`config.mk`:
```
export PLATFORM = sky130hd
export DESIGN_NAME = iobus
export DESIGN_NICKNAME = d
export VERILOG_FILES = /design/src/logic/iob_pkg.sv /design/src/logic/iob_ctrl.sv /design/src/logic/iobus.sv /design/src/logic/msg_rx.sv /design/src/logic/msg_tx.sv /design/src/logic/uart_link.sv
export SDC_FILE = /design/constraint.sdc
export NUM_CORES = 1
export LEC_CHECK = 0
export ABC_AREA = 1
export BUFFER_PORTS_ARGS = -buffer_cell sky130_fd_sc_hd__buf_2
export CAP_MARGIN = 20
export CORE_MARGIN = 5
export CORE_UTILIZATION = 34
export CTS_BUF_LIST = sky130_fd_sc_hd__clkbuf_4
export DETAILED_ROUTE_END_ITERATION = 6
export PLACE_DENSITY = 0.64
export SETUP_SLACK_MARGIN = 0.3
export SLEW_MARGIN = 20
export SYNTH_ARGS = -nofsm -noshare
export SYNTH_HDL_FRONTEND = slang
export SYNTH_HIERARCHICAL = 1
export SYNTH_SLANG_ARGS = --single-unit
```
`constraint.sdc`:
```
create_clock -name clk_sys -period 2.95 [get_ports clk_sys]
set_input_delay 0.1475 -clock clk_sys [delete_from_list [all_inputs] [get_ports clk_sys]]
set_output_delay 0.1475 -clock clk_sys [all_outputs]
set_load 0.01 [all_outputs]
```
`src/logic/iob_pkg.sv`:
```
package iob_pkg;

	localparam int FRAME_BYTES = 6;

	// commands carried in a request frame
	typedef enum logic [3:0] {
		PA = 4'd0, // pass interrupt
		CL = 4'd1, // clear, no reply
		W  = 4'd2,
		R  = 4'd3,
		S  = 4'd4,
		F  = 4'd5,
		IN = 4'd6
	} req_cmd_e;

	// commands carried in a response frame
	typedef enum logic [3:0] {
		EN = 4'd1, // engaged
		OK = 4'd2,
		PE = 4'd3  // parity error
	} resp_cmd_e;

	typedef struct packed {
		logic        is_req; // 1 request, 0 response
		logic [3:0]  cmd;    // req_cmd_e or resp_cmd_e
		logic        qb;
		logic        pn;
		logic [3:0]  nb;     // block number
		logic [15:0] ad;
		logic [15:0] dt;
	} msg_t;

	typedef struct packed {
		logic        s;
		logic        f;
		logic        cl;
		logic        ok;
		logic        pe;
		logic        qb;
		logic        pn;
		logic [3:0]  nb;
		logic [15:0] ad;
		logic [15:0] dt;
	} bus_in_t;

	typedef struct packed {
		logic        pa;
		logic        w;
		logic        r;
		logic        in;
		logic        ok;
		logic        en;
		logic        pe;
		logic        pn;
		logic [3:0]  nb;
		logic [15:0] ad;
		logic [15:0] dt;
	} bus_out_t;

endpackage

```
`src/logic/iob_ctrl.sv`:
```
`timescale 1ns/100ps

module iob_ctrl (
	input  logic              clk_sys,
	input  logic              arst_n,
	input  iob_pkg::bus_in_t  bus,
	input  iob_pkg::msg_t     msg,
	input  logic              cmd_ready,
	input  logic              rx_busy,
	output logic              release_cmd,
	output logic              send,
	input  logic              tx_busy,
	output logic              zg,
	input  logic              zw,
	output iob_pkg::bus_out_t bus_out
);

	typedef enum logic [2:0] {
		IDLE,
		R_REQ,
		D_RESP,
		D_REQ,
		R_RESP,
		D_EN,
		WAIT
	} ctrl_state_e;

	ctrl_state_e state;
	logic        d_ena; // drive enable
	logic        r_req;
	logic        r_resp;
	logic        d_req;
	logic        d_resp;

	assign r_req = bus.s | bus.f | bus.cl;
	assign r_resp = bus.ok | bus.pe;
	assign d_req = cmd_ready & msg.is_req & ~release_cmd;
	assign d_resp = cmd_ready & ~msg.is_req & ~release_cmd;

	always_ff @(posedge clk_sys or negedge arst_n) begin
		if (!arst_n) begin
			state <= IDLE;
			d_ena <= 1'b0;
			zg <= 1'b0;
			send <= 1'b0;
			release_cmd <= 1'b0;
		end else begin
			send <= 1'b0;
			release_cmd <= 1'b0;
			case (state)
				IDLE: if (r_req) begin
					if (!tx_busy) begin // local request
						send <= 1'b1;
						state <= bus.cl ? D_RESP : R_REQ; // CL has no reply
					end
				end else if (d_req) begin
					if (msg.cmd == iob_pkg::PA) begin
						d_ena <= 1'b1; // interrupt passes straight through
						state <= WAIT;
					end else begin
						zg <= 1'b1;
						state <= D_REQ;
					end
				end
				R_REQ: if (d_resp && !rx_busy) begin
					d_ena <= 1'b1;
					state <= D_RESP;
				end else if (!zw && d_req && !rx_busy) begin
					state <= D_EN; // collision
				end
				D_RESP: if (!r_req) begin
					d_ena <= 1'b0;
					release_cmd <= d_ena; // nothing held after CL
					state <= IDLE;
				end
				D_REQ: if (zw && !rx_busy) begin
					d_ena <= 1'b1;
					state <= R_RESP;
				end
				R_RESP: if (r_resp) begin
					send <= 1'b1;
					state <= WAIT;
				end
				D_EN: if (!r_req) begin
					zg <= 1'b1;
					state <= D_REQ;
				end
				default: if (!send && !tx_busy) begin // reply frame out
					zg <= 1'b0;
					d_ena <= 1'b0;
					release_cmd <= 1'b1;
					state <= IDLE;
				end
			endcase
		end
	end

	always_comb begin
		bus_out.pa = d_ena & msg.is_req & (msg.cmd == iob_pkg::PA);
		bus_out.w = d_ena & msg.is_req & (msg.cmd == iob_pkg::W);
		bus_out.r = d_ena & msg.is_req & (msg.cmd == iob_pkg::R);
		bus_out.in = d_ena & msg.is_req & (msg.cmd == iob_pkg::IN);
		bus_out.ok = d_ena & ~msg.is_req & (msg.cmd == iob_pkg::OK);
		bus_out.pe = d_ena & ~msg.is_req & (msg.cmd == iob_pkg::PE);
		bus_out.en = (d_ena & ~msg.is_req & (msg.cmd == iob_pkg::EN)) | (state == D_EN);
		bus_out.pn = d_ena ? msg.pn : 1'b0;
		bus_out.nb = d_ena ? msg.nb : 4'd0;
		bus_out.ad = d_ena ? msg.ad : 16'd0;
		bus_out.dt = d_ena ? msg.dt : 16'd0;
	end

endmodule

```
`src/logic/iobus.sv`:
```
`timescale 1ns/100ps

module iobus #(
	parameter int CLKS_PER_BIT = 8
) (
	input  logic              clk_sys,
	input  logic              arst_n,
	input  logic              rxd,
	output logic              txd,
	output logic              zg,
	input  logic              zw,
	input  iob_pkg::bus_in_t  bus_in,
	output iob_pkg::bus_out_t bus_out
);

	logic [7:0]    tx_byte;
	logic          tx_send;
	logic          uart_tx_busy; // byte level
	logic [7:0]    rx_byte;
	logic          rx_valid;
	logic          msg_send;
	logic          msg_tx_busy;  // frame level
	iob_pkg::msg_t rx_msg;
	logic          cmd_ready;
	logic          rx_busy;
	logic          release_cmd;

	uart_link #(
		.CLKS_PER_BIT(CLKS_PER_BIT)
	) u_uart (
		.clk_sys  (clk_sys),
		.arst_n   (arst_n),
		.rxd      (rxd),
		.txd      (txd),
		.tx_byte  (tx_byte),
		.tx_send  (tx_send),
		.tx_busy  (uart_tx_busy),
		.rx_byte  (rx_byte),
		.rx_valid (rx_valid)
	);

	msg_tx u_msg_tx (
		.clk_sys (clk_sys),
		.arst_n  (arst_n),
		.send    (msg_send),
		.busy    (msg_tx_busy),
		.bus     (bus_in),
		.tx_byte (tx_byte),
		.tx_send (tx_send),
		.tx_busy (uart_tx_busy)
	);

	msg_rx u_msg_rx (
		.clk_sys     (clk_sys),
		.arst_n      (arst_n),
		.rx_byte     (rx_byte),
		.rx_valid    (rx_valid),
		.release_cmd (release_cmd),
		.msg         (rx_msg),
		.cmd_ready   (cmd_ready),
		.busy        (rx_busy)
	);

	iob_ctrl u_ctrl (
		.clk_sys     (clk_sys),
		.arst_n      (arst_n),
		.bus         (bus_in),
		.msg         (rx_msg),
		.cmd_ready   (cmd_ready),
		.rx_busy     (rx_busy),
		.release_cmd (release_cmd),
		.send        (msg_send),
		.tx_busy     (msg_tx_busy),
		.zg          (zg),
		.zw          (zw),
		.bus_out     (bus_out)
	);

endmodule

```
`src/logic/msg_rx.sv`:
```
`timescale 1ns/100ps

module msg_rx (
	input  logic          clk_sys,
	input  logic          arst_n,
	input  logic [7:0]    rx_byte,
	input  logic          rx_valid,
	input  logic          release_cmd,
	output iob_pkg::msg_t msg,
	output logic          cmd_ready,
	output logic          busy
);

	logic [2:0] cnt; // next byte slot
	logic       take;

	assign take = rx_valid & ~cmd_ready; // drop bytes while holding

	always_ff @(posedge clk_sys or negedge arst_n) begin
		if (!arst_n) begin
			cnt <= '0;
			cmd_ready <= 1'b0;
			busy <= 1'b0;
		end else begin
			if (release_cmd)
				cmd_ready <= 1'b0;
			if (take) begin
				if (cnt == 3'(iob_pkg::FRAME_BYTES - 1)) begin
					cnt <= '0;
					busy <= 1'b0;
					cmd_ready <= 1'b1; // frame complete
				end else begin
					cnt <= cnt + 3'd1;
					busy <= 1'b1;
				end
			end
		end
	end

	// place bytes by frame layout
	always_ff @(posedge clk_sys) begin
		if (take) begin
			case (cnt)
				3'd0: begin
					msg.is_req <= rx_byte[7];
					msg.cmd <= rx_byte[3:0];
				end
				3'd1: begin
					msg.qb <= rx_byte[7];
					msg.pn <= rx_byte[6];
					msg.nb <= rx_byte[3:0];
				end
				3'd2: msg.ad[15:8] <= rx_byte;
				3'd3: msg.ad[7:0] <= rx_byte;
				3'd4: msg.dt[15:8] <= rx_byte;
				default: msg.dt[7:0] <= rx_byte;
			endcase
		end
	end

endmodule

```
`src/logic/msg_tx.sv`:
```
`timescale 1ns/100ps

module msg_tx (
	input  logic            clk_sys,
	input  logic            arst_n,
	input  logic            send,
	output logic            busy,
	input  iob_pkg::bus_in_t bus,
	output logic [7:0]      tx_byte,
	output logic            tx_send,
	input  logic            tx_busy
);

	typedef enum logic [1:0] {
		TX_IDLE,
		TX_LOAD,
		TX_WAIT
	} tx_state_e;

	tx_state_e     state;
	logic [2:0]    idx; // byte in frame
	iob_pkg::msg_t msg;
	iob_pkg::msg_t bus_msg;

	always_comb begin
		bus_msg.is_req = bus.cl | bus.s | bus.f;
		if (bus.cl)
			bus_msg.cmd = iob_pkg::CL;
		else if (bus.s)
			bus_msg.cmd = iob_pkg::S;
		else if (bus.f)
			bus_msg.cmd = iob_pkg::F;
		else if (bus.ok)
			bus_msg.cmd = iob_pkg::OK;
		else
			bus_msg.cmd = iob_pkg::PE;
		bus_msg.qb = bus.qb;
		bus_msg.pn = bus.pn;
		bus_msg.nb = bus.nb;
		bus_msg.ad = bus.ad;
		bus_msg.dt = bus.dt;
	end

	always_comb begin
		case (idx)
			3'd0: tx_byte = {msg.is_req, 3'b000, msg.cmd};
			3'd1: tx_byte = {msg.qb, msg.pn, 2'b00, msg.nb};
			3'd2: tx_byte = msg.ad[15:8];
			3'd3: tx_byte = msg.ad[7:0];
			3'd4: tx_byte = msg.dt[15:8];
			default: tx_byte = msg.dt[7:0];
		endcase
	end

	always_ff @(posedge clk_sys or negedge arst_n) begin
		if (!arst_n) begin
			state <= TX_IDLE;
			idx <= '0;
			busy <= 1'b0;
			tx_send <= 1'b0;
		end else begin
			tx_send <= 1'b0;
			case (state)
				TX_IDLE: if (send) begin
					busy <= 1'b1;
					idx <= '0;
					state <= TX_LOAD;
				end
				TX_LOAD: begin
					tx_send <= 1'b1;
					state <= TX_WAIT;
				end
				default: if (!tx_send && !tx_busy) begin // uart done with byte
					if (idx == 3'(iob_pkg::FRAME_BYTES - 1)) begin
						busy <= 1'b0;
						state <= TX_IDLE;
					end else begin
						idx <= idx + 3'd1;
						state <= TX_LOAD;
					end
				end
			endcase
		end
	end

	always_ff @(posedge clk_sys) begin
		if (send && state == TX_IDLE)
			msg <= bus_msg; // bus snapshot
	end

endmodule

```
`src/logic/uart_link.sv`:
```
`timescale 1ns/100ps

module uart_link #(
	parameter int CLKS_PER_BIT = 8
) (
	input  logic       clk_sys,
	input  logic       arst_n,
	input  logic       rxd,
	output logic       txd,
	input  logic [7:0] tx_byte,
	input  logic       tx_send,
	output logic       tx_busy,
	output logic [7:0] rx_byte,
	output logic       rx_valid
);

	localparam int CW = $clog2(CLKS_PER_BIT);

	logic [9:0]    tx_shift; // stop, data, start
	logic [3:0]    tx_bit;
	logic [CW-1:0] tx_clk;

	logic          rx_meta;
	logic          rx_sync;
	logic          rx_active;
	logic [3:0]    rx_bit;
	logic [CW-1:0] rx_clk;
	logic [7:0]    rx_shift;

	assign txd = tx_shift[0]; // idles high, shift reg fills with ones
	assign rx_byte = rx_shift;

	always_ff @(posedge clk_sys or negedge arst_n) begin
		if (!arst_n) begin
			tx_shift <= '1;
			tx_bit <= '0;
			tx_clk <= '0;
			tx_busy <= 1'b0;
		end else if (!tx_busy) begin
			if (tx_send) begin
				tx_shift <= {1'b1, tx_byte, 1'b0};
				tx_bit <= '0;
				tx_clk <= '0;
				tx_busy <= 1'b1;
			end
		end else if (tx_clk == CW'(CLKS_PER_BIT - 1)) begin
			tx_clk <= '0;
			if (tx_bit == 4'd9) begin
				tx_busy <= 1'b0; // stop bit done
			end else begin
				tx_bit <= tx_bit + 4'd1;
				tx_shift <= {1'b1, tx_shift[9:1]};
			end
		end else begin
			tx_clk <= tx_clk + CW'(1);
		end
	end

	always_ff @(posedge clk_sys or negedge arst_n) begin
		if (!arst_n) begin
			rx_meta <= 1'b1;
			rx_sync <= 1'b1;
		end else begin
			rx_meta <= rxd;
			rx_sync <= rx_meta;
		end
	end

	// receiver counts down to the middle of each bit
	always_ff @(posedge clk_sys or negedge arst_n) begin
		if (!arst_n) begin
			rx_active <= 1'b0;
			rx_bit <= '0;
			rx_clk <= '0;
			rx_valid <= 1'b0;
		end else begin
			rx_valid <= 1'b0;
			if (!rx_active) begin
				if (!rx_sync) begin // start edge
					rx_active <= 1'b1;
					rx_bit <= '0;
					rx_clk <= CW'(CLKS_PER_BIT / 2 - 1);
				end
			end else if (rx_clk != '0) begin
				rx_clk <= rx_clk - CW'(1);
			end else begin
				rx_clk <= CW'(CLKS_PER_BIT - 1);
				rx_bit <= rx_bit + 4'd1;
				if (rx_bit == 4'd0 && rx_sync)
					rx_active <= 1'b0; // glitch, not a start bit
				if (rx_bit == 4'd9) begin
					rx_active <= 1'b0;
					rx_valid <= 1'b1;
				end
			end
		end
	end

	always_ff @(posedge clk_sys) begin
		if (rx_active && rx_clk == '0 && rx_bit >= 4'd1 && rx_bit <= 4'd8)
			rx_shift <= {rx_sync, rx_shift[7:1]}; // lsb first
	end

endmodule

```
==> flow_metrics.env, run 1 <==
export IMPL_status="finished, final reports clean"
export IMPL_wl_mm=13.32
export IMPL_placed_cells=938
export IMPL_dieArea_sq_mm=0.02188
export IMPL_cp_required_ns=2.80
export IMPL_timing_final_ws_setup_ns=0.7194
export IMPL_gp_routability_congestion=0.8818
export IMPL_fp_dieW_microns=147.9
export IMPL_critPathKind="reg2out"
export IMPL_grt_pass1_wl_mm=22.70
export IMPL_skew_ns=0.02422
export IMPL_syn_area_per_cell_sq_um=10.40
export IMPL_layoutNonFillerInstCount=1018
export IMPL_ctsResizeCount=0
export IMPL_cts_sinks=139
export IMPL_rows=50
export IMPL_drtIter0Drc=218
export IMPL_setup_viol=0
export IMPL_cp_max_fo=28
export IMPL_fin_crit_ns=2.231
export IMPL_grt_max_degree=43
export IMPL_drive_gt1_share_pct=26.18
export IMPL_final_antenna_net_count=0
export IMPL_grt_pass1_vias=4584
export IMPL_numPortBuffers=92
export IMPL_postCtsSetupRepairBufs=0
export IMPL_syn_cell_area_sq_mm=0.006469
export IMPL_end_kind="output pin"
export IMPL_final_nets=832
export IMPL_insertion_delay_ns=0.55
export IMPL_worstPathArrival_ns=2.08
export IMPL_cts_root_buffer="clkbuf_4"
export IMPL_slew_headroom_pct=40.14
export IMPL_powerDensity_mw_per_mm2=801.6
export IMPL_ys_warn_count=6
export IMPL_initial_core_util_pct=34.58
export IMPL_die_h_microns=147.9
export IMPL_start_kind="flop"
export IMPL_preCtsSetupSlack_ns=0.9818
export IMPL_maxCapViolations=0
export IMPL_cts_tree="yes"
export IMPL_leakage_nw=3.643
export IMPL_cts_buffers=17
export IMPL_hp_class="in2reg"
export IMPL_h_tree_depth=4
export IMPL_clockBufferDepth=2
export IMPL_io_pins=93
export IMPL_n_fill_cell=1754
export IMPL_vias_per_cell=4.539
export IMPL_fmax_mhz=448.3
export IMPL_synthCells=622
export IMPL_gr_usage_all_layers_pct=12.95
export IMPL_post_route_period_util_pct=75.61
export IMPL_drv_slew=0
export IMPL_setup_tns_ns=0
export IMPL_cts_hold_buf=47
export IMPL_final_common_cell="nand2_1"
export IMPL_rsz0062_at_grt="no"
export IMPL_tightest_slew_ns=0.8979
export IMPL_wl_per_cell_microns=13.09
export IMPL_antenna_found_initial=1
export IMPL_hold_viol_final=0
export IMPL_syn_nets=684
export IMPL_area_growth_pct=22.05
export IMPL_total_power_mw=6.329
export IMPL_clk_pin_slew_worst_paths_ns=0.14
export IMPL_dpl_hpwl_mm=9.118
export IMPL_layout_common_cells="nand2_1 (146), buf_2 (92), edfxtp_1 (92)"
export IMPL_num_vias=4621
export IMPL_detail_route_drc_violations=0
export IMPL_gr_total_overflow=0
export IMPL_peakVddDrop_mv=0.3112
export IMPL_drt_first_pass_iters=7
export IMPL_fp_coreArea_sq_mm=0.01871
==> metrics by stage <==
stage          util [%]  instance area (sq um)  hold WS (ns)
3_5_place_dp      38.16                   7138        0.2095
3_3_place_gp      38.16                   7138        0.2156
5_1_grt           42.21                   7895        0.1083
4_1_cts           42.19                   7893       0.07111
6_report          42.21                   7895        0.1223
2_1_floorplan         -                   6469       -0.1481
==> flip-flops by register name, summed over array words and instances (netlist names), 2 cells and up <==
name	flops
u_ctrl/state	3
u_msg_rx/cnt	3
u_msg_rx/msg	42
u_msg_tx/idx	3
u_msg_tx/msg	42
u_msg_tx/state	2
u_uart/rx_bit	4
u_uart/rx_byte	8
u_uart/rx_clk	3
u_uart/tx_bit	4
u_uart/tx_clk	3
u_uart/tx_shift	9
==> path summary, 6_finish.rpt <==
path / cells after the start / start / slack [ns] / to
worst max-delay path: 3 / u_ctrl/d_ena$_DFFE_PN0P_ / 0.72 / bus_out[38]
worst min-delay path: 7 / zw / 0.12 / u_ctrl/d_ena$_DFFE_PN0P_
max in group asynchronous: 3 / arst_n / 2.07 / u_uart/rx_sync$_DFF_PN1_
worst min register to register: 0 / u_uart/rx_meta$_DFF_PN1_ / 0.36 / u_uart/rx_sync$_DFF_PN1_
worst max register to register: 8 / u_msg_tx/idx[2]$_DFFE_PN0P_ / 0.88 / u_uart/tx_shift[7]$_DFFE_PN1P_
min in group asynchronous: 2 / arst_n / 0.15 / u_uart/tx_clk[2]$_DFFE_PN0P_
==> worst max-delay path, cell delays in order, from the launching register on <==
cell	delay, ns
dfrtp_1	0.95
nand2_1	0.21
o21ai_0	0.21
buf_2	0.16
==> power by group <==
group / internal, mW / switching, mW / leakage (nW)
clock network: 0.462 / 0.783 / 0.144
logic: 0.855 / 1.39 / 2.10
registers: 2.49 / 0.352 / 1.40
total: 3.81 / 2.52 / 3.64
==> cell type report <==
type / count / area, sq um / area share, %
clock inverters: 14 / 148.9 / 1.886
diodes: 1 / 2.502 / 0.03170
repair buffers: 143 / 960.9 / 12.17
clock buffers: 18 / 135.1 / 1.712
inverters: 93 / 356.6 / 4.517
flip-flops and latches: 139 / 3953 / 50.06
multi-input cells: 376 / 2046 / 25.91
well taps: 234 / 292.8 / 3.708
==> metal layers <==
layer / global-route usage (%) / vias to the layer above / wire (microns)
li1: - / 2344 / -
met1: 16.86 / 2161 / 6049
met2: 21.50 / 104 / 6540
met3: 2.912 / 12 / 575
met4: 4.342 / 0 / 156
met5: 0 / - / 0
No activity file was read; power rests on OpenSTA's default activity.
==> run 2: changes to the inputs <==
- clock period: 2.95 -> 2.35 ns (I/O delays scaled with it)
==> run 2 against run 1 <==
Against the previous run:
- flip-flop and latch count unchanged
- setup slack got worse by 0.26 ns
- final cell count increased by 0.29%
- sequential share of layout area fell by 0.66 points
- sequential power increased by 24%
- clock-buffer cell count is the same
- via count grew 0.52%
- design area rose by 1.4%
- routed wire length fell by 3.0%
- critical endpoint is now u_uart/tx_shift[3]$_DFFE_PN1P_
==> flow_metrics.env, run 2 (same netlist as run 1, synthesis figures left out) <==
export IMPL_gr_usage_all_layers_pct=12.26
export IMPL_drv_slew=0
export IMPL_seqPwrFrac_pct=42.8
export IMPL_largest_registers="u_msg_rx/msg (42), u_msg_tx/msg (42), u_uart/tx_shift (9)"
export IMPL_powerDensity_mw_per_mm2=1025
export IMPL_leakage_nw=3.706
export IMPL_hold_viol_final=0
export IMPL_drive_gt1_share_pct=26.59
export IMPL_peakVddDrop_mv=0.4782
export IMPL_start_kind="flop"
export IMPL_cts_root_buffer="clkbuf_4"
export IMPL_final_antenna_net_count=0
export IMPL_setup_tns_ns=0
export IMPL_rows=50
export IMPL_gr_total_overflow=0
export IMPL_fmax_mhz=528.7
export IMPL_p_sw_mw=3.094
export IMPL_slew_headroom_pct=62.72
export IMPL_wl_mm=12.93
export IMPL_cp_required_ns=2.79
export IMPL_initial_core_util_pct=34.58
export IMPL_numPortBuffers=92
export IMPL_fin_crit_ns=1.891
export IMPL_vias_per_cell=4.549
export IMPL_cts_buffers=17
export IMPL_clockBufferDepth=2
export IMPL_area_growth_pct=23.71
export IMPL_internal_power_mw=5.105
export IMPL_switching_share_pct=37.74
export IMPL_dieArea_sq_mm=0.02188
export IMPL_postCtsSetupRepairBufs=0
export IMPL_placed_cell_area_sq_mm=0.007186
export IMPL_n_fill_cell=1733
export IMPL_fp_coreArea_sq_mm=0.01871
export IMPL_detail_route_drc_violations=0
export IMPL_antenna_found_initial=1
export IMPL_insertion_delay_ns=0.53
export IMPL_drtIter0Drc=197
export IMPL_preCtsSetupSlack_ns=0.4122
export IMPL_layout_common_cells="nand2_1 (146), buf_2 (92), edfxtp_1 (92)"
export IMPL_final_nets=835
export IMPL_io_pins=93
export IMPL_combPwrFrac_pct=35.3
export IMPL_post_route_period_util_pct=80.48
export IMPL_grt_pass1_wl_mm=21.67
export IMPL_dpl_hpwl_mm=8.806
export IMPL_cts_sinks=139
export IMPL_tightest_slew_ns=0.5585
export IMPL_gp_routability_congestion=0.8805
export IMPL_skew_ns=0.02614
export IMPL_setup_viol=0
export IMPL_hp_class="in2async"
export IMPL_critPathKind="reg2reg"
export IMPL_wl_per_cell_microns=12.66
export IMPL_grt_max_degree=43
export IMPL_design_area_sq_mm=0.008003
export IMPL_fp_dieW_microns=147.9
export IMPL_clkPwrFrac_pct=21.9
export IMPL_grt_pass1_vias=4487
export IMPL_maxCapViolations=0
export IMPL_r2r_slack_ns=0.46
export IMPL_h_tree_depth=4
export IMPL_rsz0062_at_grt="yes"
export IMPL_num_vias=4645
export IMPL_worstPathArrival_ns=2.33
export IMPL_end_kind="flop"
export IMPL_clk_pin_slew_worst_paths_ns=0.12
export IMPL_final_common_cell="nand2_1"
export IMPL_cp_max_fo=9
export IMPL_final_core_util_pct=42.78
export IMPL_die_h_microns=147.9
export IMPL_timing_final_ws_setup_ns=0.4586
export IMPL_cts_tree="yes"
export IMPL_status="finished, final reports clean"
export IMPL_drt_first_pass_iters=5
-- run 2: cell count changes in the layout (fill, tap and decap cells not counted), sizes merged --
cell,previous run,this run
inv,100,99
buf,96,99
clkinvlp,4,0
clkinv,2,4
bufinv,1,4
-- run 2: final cells by class --
cell class	instances	area, sq um	area share (%)
diodes	1	2.502	0.03127
clock buffers	18	135.1	1.689
clock inverters	14	203.9	2.548
inverters	93	356.6	4.456
multi-input cells	376	2046	25.56
flip-flops and latches	139	3954	49.41
well taps	234	292.8	3.659
repair buffers	146	1012	12.65
-- run 2: stage by stage --
stage / total power [mW] / cells / hold slack (ns)
3_5_place_dp: 6.389 / 941 / 0.1366
6_report: 8.200 / 1021 / 0.09883
4_1_cts: 8.280 / 1020 / 0.04310
3_3_place_gp: 6.332 / 941 / 0.1392
2_1_floorplan: 5.738 / 622 / -0.1781
5_1_grt: 8.836 / 1021 / 0.07484
-- run 2: what timing repair did --
action                                 CTS  global route
setup endpoints to repair                0             9
gates resized for setup                  0             2
hold buffers                            47             0
endpoints found under the hold margin   89             0
-- run 2: final timing paths --
| check | from | endpoint | cells past startpoint |
|---|---|---|---|
| max in group asynchronous | arst_n | u_uart/rx_meta$_DFF_PN1_ | 3 |
| hold reg to reg | u_uart/rx_meta$_DFF_PN1_ | u_uart/rx_sync$_DFF_PN1_ | 0 |
| setup / recovery | u_msg_tx/idx[0]$_DFFE_PN0P_ | u_uart/tx_shift[3]$_DFFE_PN1P_ | 8 |
| hold / removal | arst_n | u_uart/tx_bit[1]$_DFFE_PN0P_ | 2 |
| min in group clk_sys | zw | u_ctrl/state[0]$_DFFE_PN0P_ | 7 |
| setup reg to reg | u_msg_tx/idx[0]$_DFFE_PN0P_ | u_uart/tx_shift[3]$_DFFE_PN1P_ | 8 |
-- run 2: power by group through the flow --
stage / sequential (mW) / clock [mW] / combinational (mW)
after global routing: 3.58 / 1.99 / 3.28
after detailed placement: 3.56 / 0 / 2.83
after CTS: 3.51 / 1.87 / 2.91
after floorplan: 3.40 / 0 / 2.34
final: 3.51 / 1.79 / 2.89
after global placement: 3.55 / 0 / 2.78
-- run 2: metal layers --
layer,routed length (microns),global-route usage (%),up-vias
met5,0,0,-
met2,6321,19.98,109
met4,149,3.880,0
met1,5852,16.26,2170
li1,-,-,2356
met3,605,2.912,10
-- run 2: worst max-delay path, cell delays in order, from the launching register on --
cell     delay [ns]
dfrtp_1        0.45
ha_1           0.22
ha_1           0.29
nor2_2         0.31
nand4_1        0.14
nand3_1        0.09
or2_1          0.09
o21ai_0        0.10
o21ai_2        0.14
==> run 3: changes to the inputs <==
- PLACE_DENSITY: 0.64 -> 0.66
- clock period: 2.35 -> 1.6 ns (I/O delays scaled with it)
==> run 3 against run 2 <==
Against the previous run:
- the flow now finishes with violations (setup timing)
- utilization grew 11 points
- worst hold slack gained 0.095 ns
- non-clock buffer count up 93
- setup slack lost 0.61 ns
==> flow_metrics.env, run 3 (same netlist as run 1, synthesis figures left out) <==
export IMPL_critPathBufInv=5
export IMPL_cts_buffers=17
export IMPL_h_tree_depth=4
export IMPL_critPathKind="reg2out"
export IMPL_leakage_nw=4.447
export IMPL_end_kind="output pin"
export IMPL_largest_registers="u_msg_rx/msg (42), u_msg_tx/msg (42), u_uart/tx_shift (9)"
export IMPL_gr_usage_all_layers_pct=15.14
export IMPL_tightest_slew_ns=0.4774
export IMPL_slew_headroom_pct=68.07
export IMPL_rsz0062_at_grt="yes"
export IMPL_gp_routability_congestion=0.8379
export IMPL_drive_gt1_share_pct=50.85
export IMPL_cp_slowest_stage_delay_ns=0.47
export IMPL_initial_core_util_pct=34.58
export IMPL_wl_mm=18.21
export IMPL_clk_pin_slew_worst_paths_ns=0.14
export IMPL_layout_common_cells="nand2_1 (97), edfxtp_1 (92), buf_6 (60)"
export IMPL_num_vias=5420
export IMPL_violations="setup timing"
export IMPL_antenna_found_initial=1
export IMPL_setup_viol=48
export IMPL_dieArea_sq_mm=0.02188
export IMPL_clockBufferDepth=2
export IMPL_final_core_util_pct=53.30
export IMPL_cp_cell_sequence="buf_12 > buf_6 > buf_16 > nand2_4 > inv_2 > buf_6"
export IMPL_cts_tree="yes"
export IMPL_post_route_period_util_pct=109.3
export IMPL_skew_ns=0.03530
export IMPL_final_antenna_net_count=0
export IMPL_start_kind="flop"
export IMPL_wl_per_cell_microns=16.35
export IMPL_timing_final_ws_setup_ns=-0.1489
export IMPL_status="complete, but fails checks"
export IMPL_cp_max_fo=5
export IMPL_dpl_hpwl_mm=9.415
export IMPL_drt_first_pass_iters=6
export IMPL_drv_slew=0
export IMPL_placed_cell_area_sq_mm=0.007446
export IMPL_worstPathArrival_ns=1.67
export IMPL_final_nets=928
export IMPL_io_pins=93
export IMPL_rows=50
export IMPL_grt_pass1_vias=5239
export IMPL_drtIter0Drc=336
export IMPL_hp_class="in2reg"
export IMPL_gr_total_overflow=0
export IMPL_grt_max_degree=29
export IMPL_maxCapViolations=0
export IMPL_die_h_microns=147.9
export IMPL_cp_required_ns=1.52
export IMPL_fp_coreArea_sq_mm=0.01871
export IMPL_powerDensity_mw_per_mm2=1511
export IMPL_insertion_delay_ns=0.57
export IMPL_vias_per_cell=4.865
export IMPL_numPortBuffers=92
export IMPL_cpMostUsedCell="buf_6"
export IMPL_final_common_cell="nand2_1"
export IMPL_fmax_mhz=571.8
export IMPL_cp_top_family="buffers and inverters"
export IMPL_design_area_sq_mm=0.009971
export IMPL_fin_crit_ns=1.749
export IMPL_crit_slowest_cell="dfrtp_2"
export IMPL_cts_root_buffer="clkbuf_4"
export IMPL_hold_viol_final=0
export IMPL_area_growth_pct=54.14
export IMPL_grt_pass1_wl_mm=26.25
export IMPL_peakVddDrop_mv=0.7882
export IMPL_cts_sinks=139
export IMPL_fp_dieW_microns=147.9
export IMPL_detail_route_drc_violations=0
run 3: cell types whose count changed in the layout (fill, tap and decap cells not counted), moves of 11 or more:
cell / delta
inv_1: -46
buf_6: +59
inv_2: +40
ha_1: -11
buf_4: +44
nand2_1: -49
nand2_4: +25
nor2_1: -13
buf_2: -34
nand2_2: +22
nor2_4: +11
run 3: stage by stage:
stage | hold slack, ns | total power [mW] | setup slack (ns) | TNS [ns] | cells
after floorplan | -0.2156 | 8.612 | 0.05957 | 0 | 622
after global placement | 0.08533 | 9.828 | -0.05777 | -0.1331 | 955
after detailed placement | 0.08370 | 9.920 | -0.07208 | -0.3004 | 955
after CTS | 0.1504 | 13.73 | -0.1079 | -2.319 | 1080
after global routing | 0.1465 | 15.98 | -0.2203 | -7.965 | 1114
final | 0.1943 | 15.06 | -0.1489 | -3.814 | 1114
run 3: timing repair:
item	CTS	global route
endpoints found under the setup margin	154	160
hold buffers	51	0
pin swaps	17	30
gates resized for setup	124	142
gates cloned	9	7
hold endpoints to repair	90	0
setup buffers	33	27
run 3: power breakdown:
group | leakage, nW | switching, mW | total [mW] | internal [mW]
registers | 1.39 | 0.552 | 5.16 | 4.60
logic | 2.92 | 3.98 | 7.76 | 3.78
clock network | 0.135 | 1.46 | 2.15 | 0.689
total | 4.45 | 5.99 | 15.1 | 9.07
run 3: worst register-to-register path, stage by stage (launching register included):
cell and delay (ns):
edfxtp_1 0.49, buf_4 0.18, buf_6 0.11, nor2_2 0.09, nand3b_1 0.17, nand3_1 0.14
nand2_2 0.08, nor2_4 0.14, nand2_4 0.07, nand2_1 0.06, nand2_1 0.05
run 3: final cells by class:
type	count	area (sq um)
repair buffers	239	2367
fillers	1486	8735
inverters	93	382.9
clock inverters	14	123.9
flip-flops and latches	139	3964
clock buffers	18	135.1
well taps	234	292.8
diodes	1	2.502
multi-input cells	376	2703
run 3: path summary, 6_finish.rpt:
path,from,end,slack (ns),depth (start not counted)
max in group asynchronous,arst_n,u_ctrl/state[1]$_DFFE_PN0P_,0.43,3
min reg2reg,u_uart/rx_meta$_DFF_PN1_,u_uart/rx_sync$_DFF_PN1_,0.36,0
max reg2reg,u_msg_rx/msg[42]$_DFFE_PP_,u_ctrl/state[0]$_DFFE_PN0P_,-0.07,10
max,u_ctrl/d_ena$_DFFE_PN0P_,bus_out[8],-0.15,6
min in group asynchronous,arst_n,u_uart/tx_shift[3]$_DFFE_PN1P_,0.21,2
min,rxd,u_uart/rx_meta$_DFF_PN1_,0.19,2
run 3: routing by layer:
layer	part of all wire (%)	GRT usage [%]	up-vias	wire, microns
met5	0	0	-	0
met4	2.2	4.711	0	408
met3	5.4	3.372	35	989
met2	53	26.77	200	9601
met1	40	18.48	2630	7213
li1	-	-	2555	-
